## src/logic/rv_macros.svh

```systemverilog
`ifndef RV_MACROS_SVH
`define RV_MACROS_SVH

// Data path width.
`define XLEN 32

// Instruction word width.
`define INST_LEN 32

// Register index width, giving a 32-entry register file.
`define REG_IDX_W 5

`endif

```

## src/logic/rv_pkg.sv

```systemverilog
package rv_pkg;

  // Register-type field layout. The I, U and J immediates are also cut from these fields.
  typedef struct packed {
    logic [6:0] funct7;
    logic [4:0] rs2;
    logic [4:0] rs1;
    logic [2:0] funct3;
    logic [4:0] rd;
    logic [6:0] opcode;
  } r_fields_t;

  // Branch and store layout, with the immediate split around the register fields.
  typedef struct packed {
    logic [6:0] imm_hi;
    logic [4:0] rs2;
    logic [4:0] rs1;
    logic [2:0] funct3;
    logic [4:0] imm_lo;
    logic [6:0] opcode;
  } bs_fields_t;

  typedef union packed {
    r_fields_t  r;
    bs_fields_t bs;
  } inst_u;

  typedef enum logic [3:0] {
    alu_add    = 4'd0,
    alu_sub    = 4'd1,
    alu_sll    = 4'd2,
    alu_slt    = 4'd3,
    alu_sltu   = 4'd4,
    alu_xor    = 4'd5,
    alu_srl    = 4'd6,
    alu_sra    = 4'd7,
    alu_or     = 4'd8,
    alu_and    = 4'd9,
    alu_pass_b = 4'd10
  } alu_op_e;

  typedef enum logic {
    src1_rs1 = 1'b0,
    src1_pc  = 1'b1
  } src1_sel_e;

  typedef enum logic [1:0] {
    src2_rs2  = 2'd0,
    src2_imm  = 2'd1,
    src2_four = 2'd2
  } src2_sel_e;

endpackage

```

## src/logic/id_ex_if.sv

```systemverilog
`timescale 1ns/1ns
`include "rv_macros.svh"

interface id_ex_if (
  input logic clk
);

  logic                      valid;
  logic [`XLEN-1:0]          pc;
  logic [`INST_LEN-1:0]      instr;
  logic [`XLEN-1:0]          rs1_data;
  logic [`XLEN-1:0]          rs2_data;
  logic [`XLEN-1:0]          imm;
  rv_pkg::alu_op_e           alu_op;
  rv_pkg::src1_sel_e         src1_sel;
  rv_pkg::src2_sel_e         src2_sel;
  logic                      is_jal;
  logic                      is_jalr;
  logic                      is_brc;
  logic [2:0]                funct3;
  logic                      wb_en;
  logic [`REG_IDX_W-1:0]     rd_idx;
  logic                      trap;

  modport source (
    output valid, pc, instr, rs1_data, rs2_data, imm, alu_op, src1_sel, src2_sel,
           is_jal, is_jalr, is_brc, funct3, wb_en, rd_idx, trap
  );

  modport sink (
    input valid, pc, instr, rs1_data, rs2_data, imm, alu_op, src1_sel, src2_sel,
          is_jal, is_jalr, is_brc, funct3, wb_en, rd_idx, trap
  );

  modport reg_out (
    output valid, pc, instr, rs1_data, rs2_data, imm, alu_op, src1_sel, src2_sel,
           is_jal, is_jalr, is_brc, funct3, wb_en, rd_idx, trap
  );

  modport exec (
    input clk, valid, pc, instr, rs1_data, rs2_data, imm, alu_op, src1_sel, src2_sel,
          is_jal, is_jalr, is_brc, funct3, wb_en, rd_idx, trap
  );

endinterface

```

## src/logic/reg_file.sv

```systemverilog
`timescale 1ns/1ns
`include "rv_macros.svh"

module reg_file (
  input  logic                  clk,
  input  logic                  reset_i,
  input  logic                  we_i,
  input  logic [`REG_IDX_W-1:0] waddr_i,
  input  logic [`XLEN-1:0]      wdata_i,
  input  logic [`REG_IDX_W-1:0] raddr1_i,
  input  logic [`REG_IDX_W-1:0] raddr2_i,
  output logic [`XLEN-1:0]      rdata1_o,
  output logic [`XLEN-1:0]      rdata2_o
);

  localparam int n_regs = 1 << `REG_IDX_W;

  logic [`XLEN-1:0] regs [n_regs];
  logic             wr_live;

  assign wr_live = we_i && (waddr_i != '0);

  always_ff @(posedge clk) begin
    if (reset_i) begin
      for (int i = 0; i < n_regs; i++) begin
        regs[i] <= '0;
      end
    end else if (wr_live) begin
      regs[waddr_i] <= wdata_i;
    end
  end

  // A write landing on the same index this cycle is forwarded to the reader.
  assign rdata1_o = (raddr1_i == '0) ? '0 :
                    (wr_live && waddr_i == raddr1_i) ? wdata_i : regs[raddr1_i];
  assign rdata2_o = (raddr2_i == '0) ? '0 :
                    (wr_live && waddr_i == raddr2_i) ? wdata_i : regs[raddr2_i];

  x0_stays_zero: assert property (@(posedge clk) regs[0] == '0)
    else $error("x0 storage holds a nonzero value");

endmodule

```

## src/logic/inst_decoder.sv

```systemverilog
`timescale 1ns/1ns
`include "rv_macros.svh"

module inst_decoder (
  input  rv_pkg::inst_u     instr_i,
  output logic [`XLEN-1:0]  imm_o,
  output rv_pkg::alu_op_e   alu_op_o,
  output rv_pkg::src1_sel_e src1_sel_o,
  output rv_pkg::src2_sel_e src2_sel_o,
  output logic              is_jal_o,
  output logic              is_jalr_o,
  output logic              is_brc_o,
  output logic              wb_en_o,
  output logic              trap_o
);

  localparam logic [6:0] opc_op     = 7'b0110011;
  localparam logic [6:0] opc_op_imm = 7'b0010011;
  localparam logic [6:0] opc_lui    = 7'b0110111;
  localparam logic [6:0] opc_auipc  = 7'b0010111;
  localparam logic [6:0] opc_jal    = 7'b1101111;
  localparam logic [6:0] opc_jalr   = 7'b1100111;
  localparam logic [6:0] opc_branch = 7'b1100011;

  logic [`XLEN-1:0] imm_i_w;
  logic [`XLEN-1:0] imm_u_w;
  logic [`XLEN-1:0] imm_j_w;
  logic [`XLEN-1:0] imm_b_w;

  // Register ops use bit 30 for sub, immediate ops only for the arithmetic shift.
  function automatic rv_pkg::alu_op_e alu_decode(input logic [2:0] funct3,
                                                 input logic       bit30,
                                                 input logic       is_reg);
    case (funct3)
      3'b000:  return (is_reg && bit30) ? rv_pkg::alu_sub : rv_pkg::alu_add;
      3'b001:  return rv_pkg::alu_sll;
      3'b010:  return rv_pkg::alu_slt;
      3'b011:  return rv_pkg::alu_sltu;
      3'b100:  return rv_pkg::alu_xor;
      3'b101:  return bit30 ? rv_pkg::alu_sra : rv_pkg::alu_srl;
      3'b110:  return rv_pkg::alu_or;
      default: return rv_pkg::alu_and;
    endcase
  endfunction

  assign imm_i_w = {{(`XLEN-12){instr_i.r.funct7[6]}}, instr_i.r.funct7, instr_i.r.rs2};
  assign imm_u_w = {instr_i.r.funct7, instr_i.r.rs2, instr_i.r.rs1, instr_i.r.funct3, 12'b0};
  assign imm_j_w = {{(`XLEN-20){instr_i.r.funct7[6]}}, instr_i.r.rs1, instr_i.r.funct3,
                    instr_i.r.rs2[0], instr_i.r.funct7[5:0], instr_i.r.rs2[4:1], 1'b0};
  assign imm_b_w = {{(`XLEN-12){instr_i.bs.imm_hi[6]}}, instr_i.bs.imm_lo[0],
                    instr_i.bs.imm_hi[5:0], instr_i.bs.imm_lo[4:1], 1'b0};

  always_comb begin
    imm_o      = '0;
    alu_op_o   = rv_pkg::alu_add;
    src1_sel_o = rv_pkg::src1_rs1;
    src2_sel_o = rv_pkg::src2_rs2;
    is_jal_o   = 1'b0;
    is_jalr_o  = 1'b0;
    is_brc_o   = 1'b0;
    wb_en_o    = 1'b0;
    trap_o     = 1'b0;
    case (instr_i.r.opcode)
      opc_op: begin
        alu_op_o = alu_decode(instr_i.r.funct3, instr_i.r.funct7[5], 1'b1);
        wb_en_o  = 1'b1;
      end
      opc_op_imm: begin
        imm_o      = imm_i_w;
        alu_op_o   = alu_decode(instr_i.r.funct3, instr_i.r.funct7[5], 1'b0);
        src2_sel_o = rv_pkg::src2_imm;
        wb_en_o    = 1'b1;
      end
      opc_lui: begin
        imm_o      = imm_u_w;
        alu_op_o   = rv_pkg::alu_pass_b;
        src2_sel_o = rv_pkg::src2_imm;
        wb_en_o    = 1'b1;
      end
      opc_auipc: begin
        imm_o      = imm_u_w;
        src1_sel_o = rv_pkg::src1_pc;
        src2_sel_o = rv_pkg::src2_imm;
        wb_en_o    = 1'b1;
      end
      // Jumps write the link address pc + 4, the immediate only feeds the target.
      opc_jal: begin
        imm_o      = imm_j_w;
        src1_sel_o = rv_pkg::src1_pc;
        src2_sel_o = rv_pkg::src2_four;
        is_jal_o   = 1'b1;
        wb_en_o    = 1'b1;
      end
      opc_jalr: begin
        imm_o      = imm_i_w;
        src1_sel_o = rv_pkg::src1_pc;
        src2_sel_o = rv_pkg::src2_four;
        is_jalr_o  = 1'b1;
        wb_en_o    = 1'b1;
      end
      opc_branch: begin
        imm_o    = imm_b_w;
        is_brc_o = 1'b1;
      end
      default: begin
        trap_o = 1'b1;
      end
    endcase
  end

endmodule

```

## src/logic/ex_reg.sv

```systemverilog
`timescale 1ns/1ns

module ex_reg (
  input  logic      clk,
  input  logic      reset_i,
  input  logic      stall_i,
  input  logic      flush_i,
  id_ex_if.sink     d_if,
  id_ex_if.reg_out  q_if
);

  always_ff @(posedge clk) begin
    if (reset_i) begin
      q_if.valid    <= 1'b0;
      q_if.pc       <= '0;
      q_if.instr    <= '0;
      q_if.rs1_data <= '0;
      q_if.rs2_data <= '0;
      q_if.imm      <= '0;
      q_if.alu_op   <= rv_pkg::alu_add;
      q_if.src1_sel <= rv_pkg::src1_rs1;
      q_if.src2_sel <= rv_pkg::src2_rs2;
      q_if.is_jal   <= 1'b0;
      q_if.is_jalr  <= 1'b0;
      q_if.is_brc   <= 1'b0;
      q_if.funct3   <= '0;
      q_if.wb_en    <= 1'b0;
      q_if.rd_idx   <= '0;
      q_if.trap     <= 1'b0;
    end else if (!stall_i) begin
      // Flush kills only the fields that can change machine state.
      q_if.valid    <= flush_i ? 1'b0 : d_if.valid;
      q_if.pc       <= flush_i ? '0   : d_if.pc;
      q_if.instr    <= flush_i ? '0   : d_if.instr;
      q_if.is_jal   <= flush_i ? 1'b0 : d_if.is_jal;
      q_if.is_jalr  <= flush_i ? 1'b0 : d_if.is_jalr;
      q_if.is_brc   <= flush_i ? 1'b0 : d_if.is_brc;
      q_if.wb_en    <= flush_i ? 1'b0 : d_if.wb_en;
      q_if.trap     <= flush_i ? 1'b0 : d_if.trap;
      q_if.rs1_data <= d_if.rs1_data;
      q_if.rs2_data <= d_if.rs2_data;
      q_if.imm      <= d_if.imm;
      q_if.alu_op   <= d_if.alu_op;
      q_if.src1_sel <= d_if.src1_sel;
      q_if.src2_sel <= d_if.src2_sel;
      q_if.funct3   <= d_if.funct3;
      q_if.rd_idx   <= d_if.rd_idx;
    end
  end

  flush_kills_valid: assert property (
    @(posedge clk) disable iff (reset_i) (flush_i && !stall_i) |=> !q_if.valid
  ) else $error("valid survived an unstalled flush");

endmodule

```

## src/logic/ex_unit.sv

```systemverilog
`timescale 1ns/1ns
`include "rv_macros.svh"

module ex_unit (
  id_ex_if.exec            e_if,
  output logic [`XLEN-1:0] alu_result_o,
  output logic             br_taken_o,
  output logic [`XLEN-1:0] target_o
);

  localparam int shamt_w = $clog2(`XLEN);

  logic [`XLEN-1:0]   op_a;
  logic [`XLEN-1:0]   op_b;
  logic [shamt_w-1:0] shamt;
  logic               rs_eq;
  logic               rs_lt;
  logic               rs_ltu;
  logic               cond;
  logic [`XLEN-1:0]   jalr_sum;

  assign op_a = (e_if.src1_sel == rv_pkg::src1_pc) ? e_if.pc : e_if.rs1_data;

  always_comb begin
    case (e_if.src2_sel)
      rv_pkg::src2_imm:  op_b = e_if.imm;
      rv_pkg::src2_four: op_b = `XLEN'd4;
      default:           op_b = e_if.rs2_data;
    endcase
  end

  assign shamt = op_b[shamt_w-1:0];

  always_comb begin
    case (e_if.alu_op)
      rv_pkg::alu_add:    alu_result_o = op_a + op_b;
      rv_pkg::alu_sub:    alu_result_o = op_a - op_b;
      rv_pkg::alu_sll:    alu_result_o = op_a << shamt;
      rv_pkg::alu_slt:    alu_result_o = {{(`XLEN-1){1'b0}}, $signed(op_a) < $signed(op_b)};
      rv_pkg::alu_sltu:   alu_result_o = {{(`XLEN-1){1'b0}}, op_a < op_b};
      rv_pkg::alu_xor:    alu_result_o = op_a ^ op_b;
      rv_pkg::alu_srl:    alu_result_o = op_a >> shamt;
      rv_pkg::alu_sra:    alu_result_o = $unsigned($signed(op_a) >>> shamt);
      rv_pkg::alu_or:     alu_result_o = op_a | op_b;
      rv_pkg::alu_and:    alu_result_o = op_a & op_b;
      rv_pkg::alu_pass_b: alu_result_o = op_b;
      default:            alu_result_o = '0;
    endcase
  end

  // Branches always compare the two register operands, never the ALU inputs.
  assign rs_eq  = e_if.rs1_data == e_if.rs2_data;
  assign rs_lt  = $signed(e_if.rs1_data) < $signed(e_if.rs2_data);
  assign rs_ltu = e_if.rs1_data < e_if.rs2_data;

  always_comb begin
    case (e_if.funct3)
      3'b000:  cond = rs_eq;
      3'b001:  cond = !rs_eq;
      3'b100:  cond = rs_lt;
      3'b101:  cond = !rs_lt;
      3'b110:  cond = rs_ltu;
      3'b111:  cond = !rs_ltu;
      default: cond = 1'b0;
    endcase
  end

  assign br_taken_o = e_if.valid && (e_if.is_jal || e_if.is_jalr || (e_if.is_brc && cond));

  assign jalr_sum = e_if.rs1_data + e_if.imm;
  assign target_o = e_if.is_jalr ? {jalr_sum[`XLEN-1:1], 1'b0} : e_if.pc + e_if.imm;

  taken_needs_valid: assert property (
    @(posedge e_if.clk) br_taken_o |-> e_if.valid && (e_if.is_jal || e_if.is_jalr || e_if.is_brc)
  ) else $error("branch taken without a valid control transfer");

endmodule

```

## src/logic/id_ex_top.sv

```systemverilog
`timescale 1ns/1ns
`include "rv_macros.svh"

module id_ex_top (
  input  logic                  clk,
  input  logic                  reset_i,
  input  logic                  inst_valid_i,
  input  logic [`XLEN-1:0]      pc_i,
  input  logic [`INST_LEN-1:0]  instr_i,
  input  logic                  stall_i,
  input  logic                  flush_i,
  input  logic                  wb_en_i,
  input  logic [`REG_IDX_W-1:0] wb_idx_i,
  input  logic [`XLEN-1:0]      wb_data_i,
  output logic                  ex_valid_o,
  output logic [`XLEN-1:0]      alu_result_o,
  output logic                  br_taken_o,
  output logic [`XLEN-1:0]      target_o,
  output logic                  wb_en_o,
  output logic [`REG_IDX_W-1:0] rd_idx_o,
  output logic                  trap_o
);

  rv_pkg::inst_u instr_w;

  id_ex_if d_if (.clk(clk));
  id_ex_if q_if (.clk(clk));

  assign instr_w     = instr_i;
  assign d_if.valid  = inst_valid_i;
  assign d_if.pc     = pc_i;
  assign d_if.instr  = instr_i;
  assign d_if.funct3 = instr_w.r.funct3;
  assign d_if.rd_idx = instr_w.r.rd;

  reg_file u_reg_file (
    .clk      (clk),
    .reset_i  (reset_i),
    .we_i     (wb_en_i),
    .waddr_i  (wb_idx_i),
    .wdata_i  (wb_data_i),
    .raddr1_i (instr_w.r.rs1),
    .raddr2_i (instr_w.r.rs2),
    .rdata1_o (d_if.rs1_data),
    .rdata2_o (d_if.rs2_data)
  );

  inst_decoder u_inst_decoder (
    .instr_i    (instr_w),
    .imm_o      (d_if.imm),
    .alu_op_o   (d_if.alu_op),
    .src1_sel_o (d_if.src1_sel),
    .src2_sel_o (d_if.src2_sel),
    .is_jal_o   (d_if.is_jal),
    .is_jalr_o  (d_if.is_jalr),
    .is_brc_o   (d_if.is_brc),
    .wb_en_o    (d_if.wb_en),
    .trap_o     (d_if.trap)
  );

  ex_reg u_ex_reg (
    .clk     (clk),
    .reset_i (reset_i),
    .stall_i (stall_i),
    .flush_i (flush_i),
    .d_if    (d_if.sink),
    .q_if    (q_if.reg_out)
  );

  ex_unit u_ex_unit (
    .e_if         (q_if.exec),
    .alu_result_o (alu_result_o),
    .br_taken_o   (br_taken_o),
    .target_o     (target_o)
  );

  assign ex_valid_o = q_if.valid;
  assign wb_en_o    = q_if.wb_en;
  assign rd_idx_o   = q_if.rd_idx;
  assign trap_o     = q_if.trap;

endmodule

```

## config.mk

```make
export PLATFORM = sky130hd
export DESIGN_NAME = id_ex_top
export DESIGN_NICKNAME = d
export VERILOG_FILES = /design/src/logic/rv_pkg.sv /design/src/logic/id_ex_if.sv /design/src/logic/reg_file.sv /design/src/logic/inst_decoder.sv /design/src/logic/ex_reg.sv /design/src/logic/ex_unit.sv /design/src/logic/id_ex_top.sv
export VERILOG_INCLUDE_DIRS = /design/src /design/src/logic
export SDC_FILE = /design/constraint.sdc
export NUM_CORES = 2
export LEC_CHECK = 0
export BUFFER_PORTS_ARGS = -buffer_cell sky130_fd_sc_hd__buf_2
export CORE_MARGIN = 3
export CORE_UTILIZATION = 55
export CTS_BUF_LIST = sky130_fd_sc_hd__clkbuf_8 sky130_fd_sc_hd__clkbuf_16
export CTS_CLUSTER_SIZE = 10
export DETAILED_ROUTE_END_ITERATION = 8
export GPL_ROUTABILITY_DRIVEN = 0
export PLACE_DENSITY_LB_ADDON = 0.2
export SLEW_MARGIN = 20
export SYNTH_ARGS = -nofsm -noshare
export SYNTH_HDL_FRONTEND = slang
export SYNTH_SLANG_ARGS = --single-unit
```

## constraint.sdc

```tcl
create_clock -name clk -period 6.7 [get_ports clk]
set_input_delay 0.335 -clock clk [delete_from_list [all_inputs] [get_ports clk]]
set_output_delay 0.335 -clock clk [all_outputs]
set_load 0.03 [all_outputs]
```

==> impl_metrics.tcl <==
set metrics [dict create \
    rsz0062_at_grt "false" \
    hold_path_class "in -> reg" \
    die_x_um 371 \
    layout_common_cells "1,024 x edfxtp_1, 1,004 x and2_1, 642 x mux4_2" \
    maxSlewViolCount 0 \
    ys.flop_type "edfxtp_1" \
    die-area_um2 138000 \
    clock_skew_ps 25.4 \
    ff2ff_path_depth 6 \
    crit_type "reg -> out" \
    start_kind "flip-flop" \
    ir_drop_uv 238 \
    hold_start "instr_i[5]" \
    synth.area.top_cells "edfxtp_1 42%, mux4_2 20%, and2_1 8.6%, dfxtp_1 4.1%, ha_1 3.3%" \
    vias 56206 \
    clockBufferDepth 3 \
    rows 133 \
    grt_use_met3 0.125 \
    final.setup.tns_ps 0 \
    clk_pin_slew_ps 60 \
    final_area_um2 80300 \
    ys_ff_latch 1173 \
    fin_crit_sh 0.958 \
    slowest_stage "ha_2" \
    wl_per_cell_um 34.3 \
    num_io_pins 180 \
    routed_wirelength_mm 268 \
    drive_gt1_frac 0.208 \
    first_global_vias 54365 \
    cpLargestDelayFamily "compound AO/OA/AOI/OAI gates" \
    first_pass_iters 9 \
    cts.sinks 1173 \
    avgViaCountPerCell 7.19 \
    required_ps 6360 \
    initial_core_util 0.556 \
    gr-usage-all-layers 0.388 \
    cap_violations 0 \
    pwr_density_cell_nw_per_um2 238 \
    post-route-util 0.609 \
    grt.met1_usage 0.496 \
    die-height_um 371 \
    syn_to_final_growth_pct 9.62 \
    worstPathCellList "inv_1 -> ha_2 -> buf_6 -> nor2_1 -> a21oi_1 -> inv_1 -> ha_1 -> nor3_1 -> nand4_1 -> o211a_1 -> a2111oi_2 -> a21oi_1 -> a221o_1 -> o31ai_2 -> a2111oi_0 -> or3_1 -> buf_2" \
    worstMarginPinSlew_ps 1250 \
    synth_cells 5999 \
    grt_pass1_wl_mm 381 \
    syn_avg_cell_area_um2 12.2 \
    max_freq_mhz 156 \
    synth_area_um2 73200 \
    placed_cell_area_um2 75800 \
    dpl.hpwl_mm 166 \
    layout_min_cycle_time_ps 6420 \
    core_area_um2 132000 \
    status "finished with violations" \
    whs_endpoint "u_ex_reg.q_if.src1_sel" \
    cts_buffers 138 \
    final_common_cell "edfxtp_1" \
    met2_usage 0.571 \
    cp_max_fo 47 \
    drtIter0Drc 9931 \
    cp.buffers_inverters 4 \
    synth_area_leader_cell "edfxtp_1" \
    nNetsFinal 6286 \
    grt-ovfl-total 0 \
    route.detailed.drc 28 \
    cts_tree "yes" \
    antenna_found_initial 30 \
    relSlewSlack 0.142 \
    arrival_ps 6080 \
    worst_hold_slack_ps 97.3 \
    violations "DRC" \
    grt_max_degree 91 \
    clock_latency_ps 760 \
    cts_root_buf "clkbuf_16" \
    hold_viol 0 \
    grt.busiest_layer "met2" \
    yosysWarnings 0 \
    r2r-end "u_ex_reg.q_if.rs1_data[1]" \
    async_reset_ff_frac 0 \
    port_buffers 179 \
    p_leak_nw 29.1 \
    final-setup-viol-count 0 \
    synth.distinct_cells 89 \
    antenna_left 0 \
    holdPathStages 4 \
    htree_num_levels 4 \
    cpPeakStageDelay_ps 550 \
    synth_top_cell_area_share 0.420 \
    r2r-start "u_reg_file.regs[31][1]" \
    synth_edf_count 1024 \
    ys_seq_area_frac 0.461 \
    rrSetupSlack_ps 4110 \
    endpoint_kind "primary output" \
]
[area by class of cell]
type	count	area, µm²
timing repair buffer	358	2580
inverter	159	597
tap	1755	2200
sequential	1173	33700
fill	10211	51500
multi-input combinational	4153	37200
clock inverter	56	285
clock buffer	144	3580
antenna	15	37.5
[per-layer routing]
metal	vias up	routed length [µm]
li1	22639	-
met1	27708	91200
met2	4762	117000
met3	1089	39300
met4	8	21100
met5	-	58
[through the flow]
step	std cells	total power [mW]	setup WS [ps]
after floorplan	6030	11.1	1130
after global placement	7546	12.2	1290
after detailed placement	7546	12.3	1160
after CTS	7797	19.0	344
after global routing	7802	19.6	68.0
final	7813	19.1	280
[how the worst max path moves through the flow]
stage                                   start               end  slack (ps)  depth (start not counted)
floorplan           u_ex_reg.q_if.src2_sel[0]  alu_result_o[28]        1130                         20
global placement    u_ex_reg.q_if.src2_sel[0]   alu_result_o[0]        1290                         18
detailed placement  u_ex_reg.q_if.src2_sel[0]   alu_result_o[0]        1160                         18
CTS                 u_ex_reg.q_if.src2_sel[0]   alu_result_o[0]         340                         18
global route        u_ex_reg.q_if.src2_sel[0]   alu_result_o[0]          70                         17
finish              u_ex_reg.q_if.src2_sel[0]   alu_result_o[0]         280                         17
[cells in the mapped netlist, drive strengths merged (7+ instances only)]
library cell / n
a21oi: 371
a2111oi: 7
a22oi: 43
o211ai: 98
a31oi: 24
buf: 101
mux4: 642
nand2b: 22
a221oi: 48
or3: 17
and2: 1004
o21a: 19
a21boi: 10
a211oi: 37
o21ai: 179
and3: 13
nand3b: 12
o22ai: 27
a311oi: 8
ha: 192
mux2i: 141
dfxtp: 149
or2: 34
o31ai: 14
a221o: 7
xnor2: 42
nor3: 45
o21bai: 22
a211o: 7
nor4: 13
inv: 157
nand3: 50
nor3b: 9
o221ai: 30
nor2: 323
o2111ai: 12
xor2: 28
mux2: 36
nand2: 376
edfxtp: 1024
clkbuf: 444
a21o: 50
nand4: 18
nor2b: 19
[worst register-to-register path: cells and delay by family (launching register included)]
kind,cells,cell delay [ps]
muxes,3,1310
and+or+nand+nor,1,100
DFF,1,370
AOI/OAI and AO/OA,2,650
[registers in the layout, indices dropped and copies added (netlist names), 3 cells and up]
name / cells
u_ex_reg.q_if.alu_op: 4
u_ex_reg.q_if.funct3: 3
u_ex_reg.q_if.imm: 32
u_ex_reg.q_if.pc: 32
u_ex_reg.q_if.rd_idx: 5
u_ex_reg.q_if.rs1_data: 32
u_ex_reg.q_if.rs2_data: 32
u_reg_file.regs: 1024
[cell families after synthesis]
kind of cell               count (synthesis)  synth area share
AOI/OAI and AO/OA                       1064            0.0935
xor gates and xnor gates                  70           0.00837
adders and majority gates                196            0.0339
buffers and inverters                    704            0.0368
DFF                                     1173             0.461
muxes                                    819             0.223
other                                      1         0.0000512
and+or+nand+nor                         1972             0.144
[where the power goes]
group	leakage (nW)	internal, mW	total, mW	switching (mW)
logic	16.1	1.43	3.71	2.28
registers	11.0	8.35	8.65	0.300
clock network	2.05	3.79	6.75	2.96
total	29.1	13.6	19.1	5.54
[repair_timing]
| item | CTS | global route |
|---|---|---|
| setup buffers | 0 | 0 |
| gates resized for setup | 0 | 1 |
| endpoints found under the setup margin | 0 | 1 |
| hold buffers | 51 | 0 |
| hold endpoints to repair | 59 | 0 |
No activity file was read; power rests on OpenSTA's default activity.
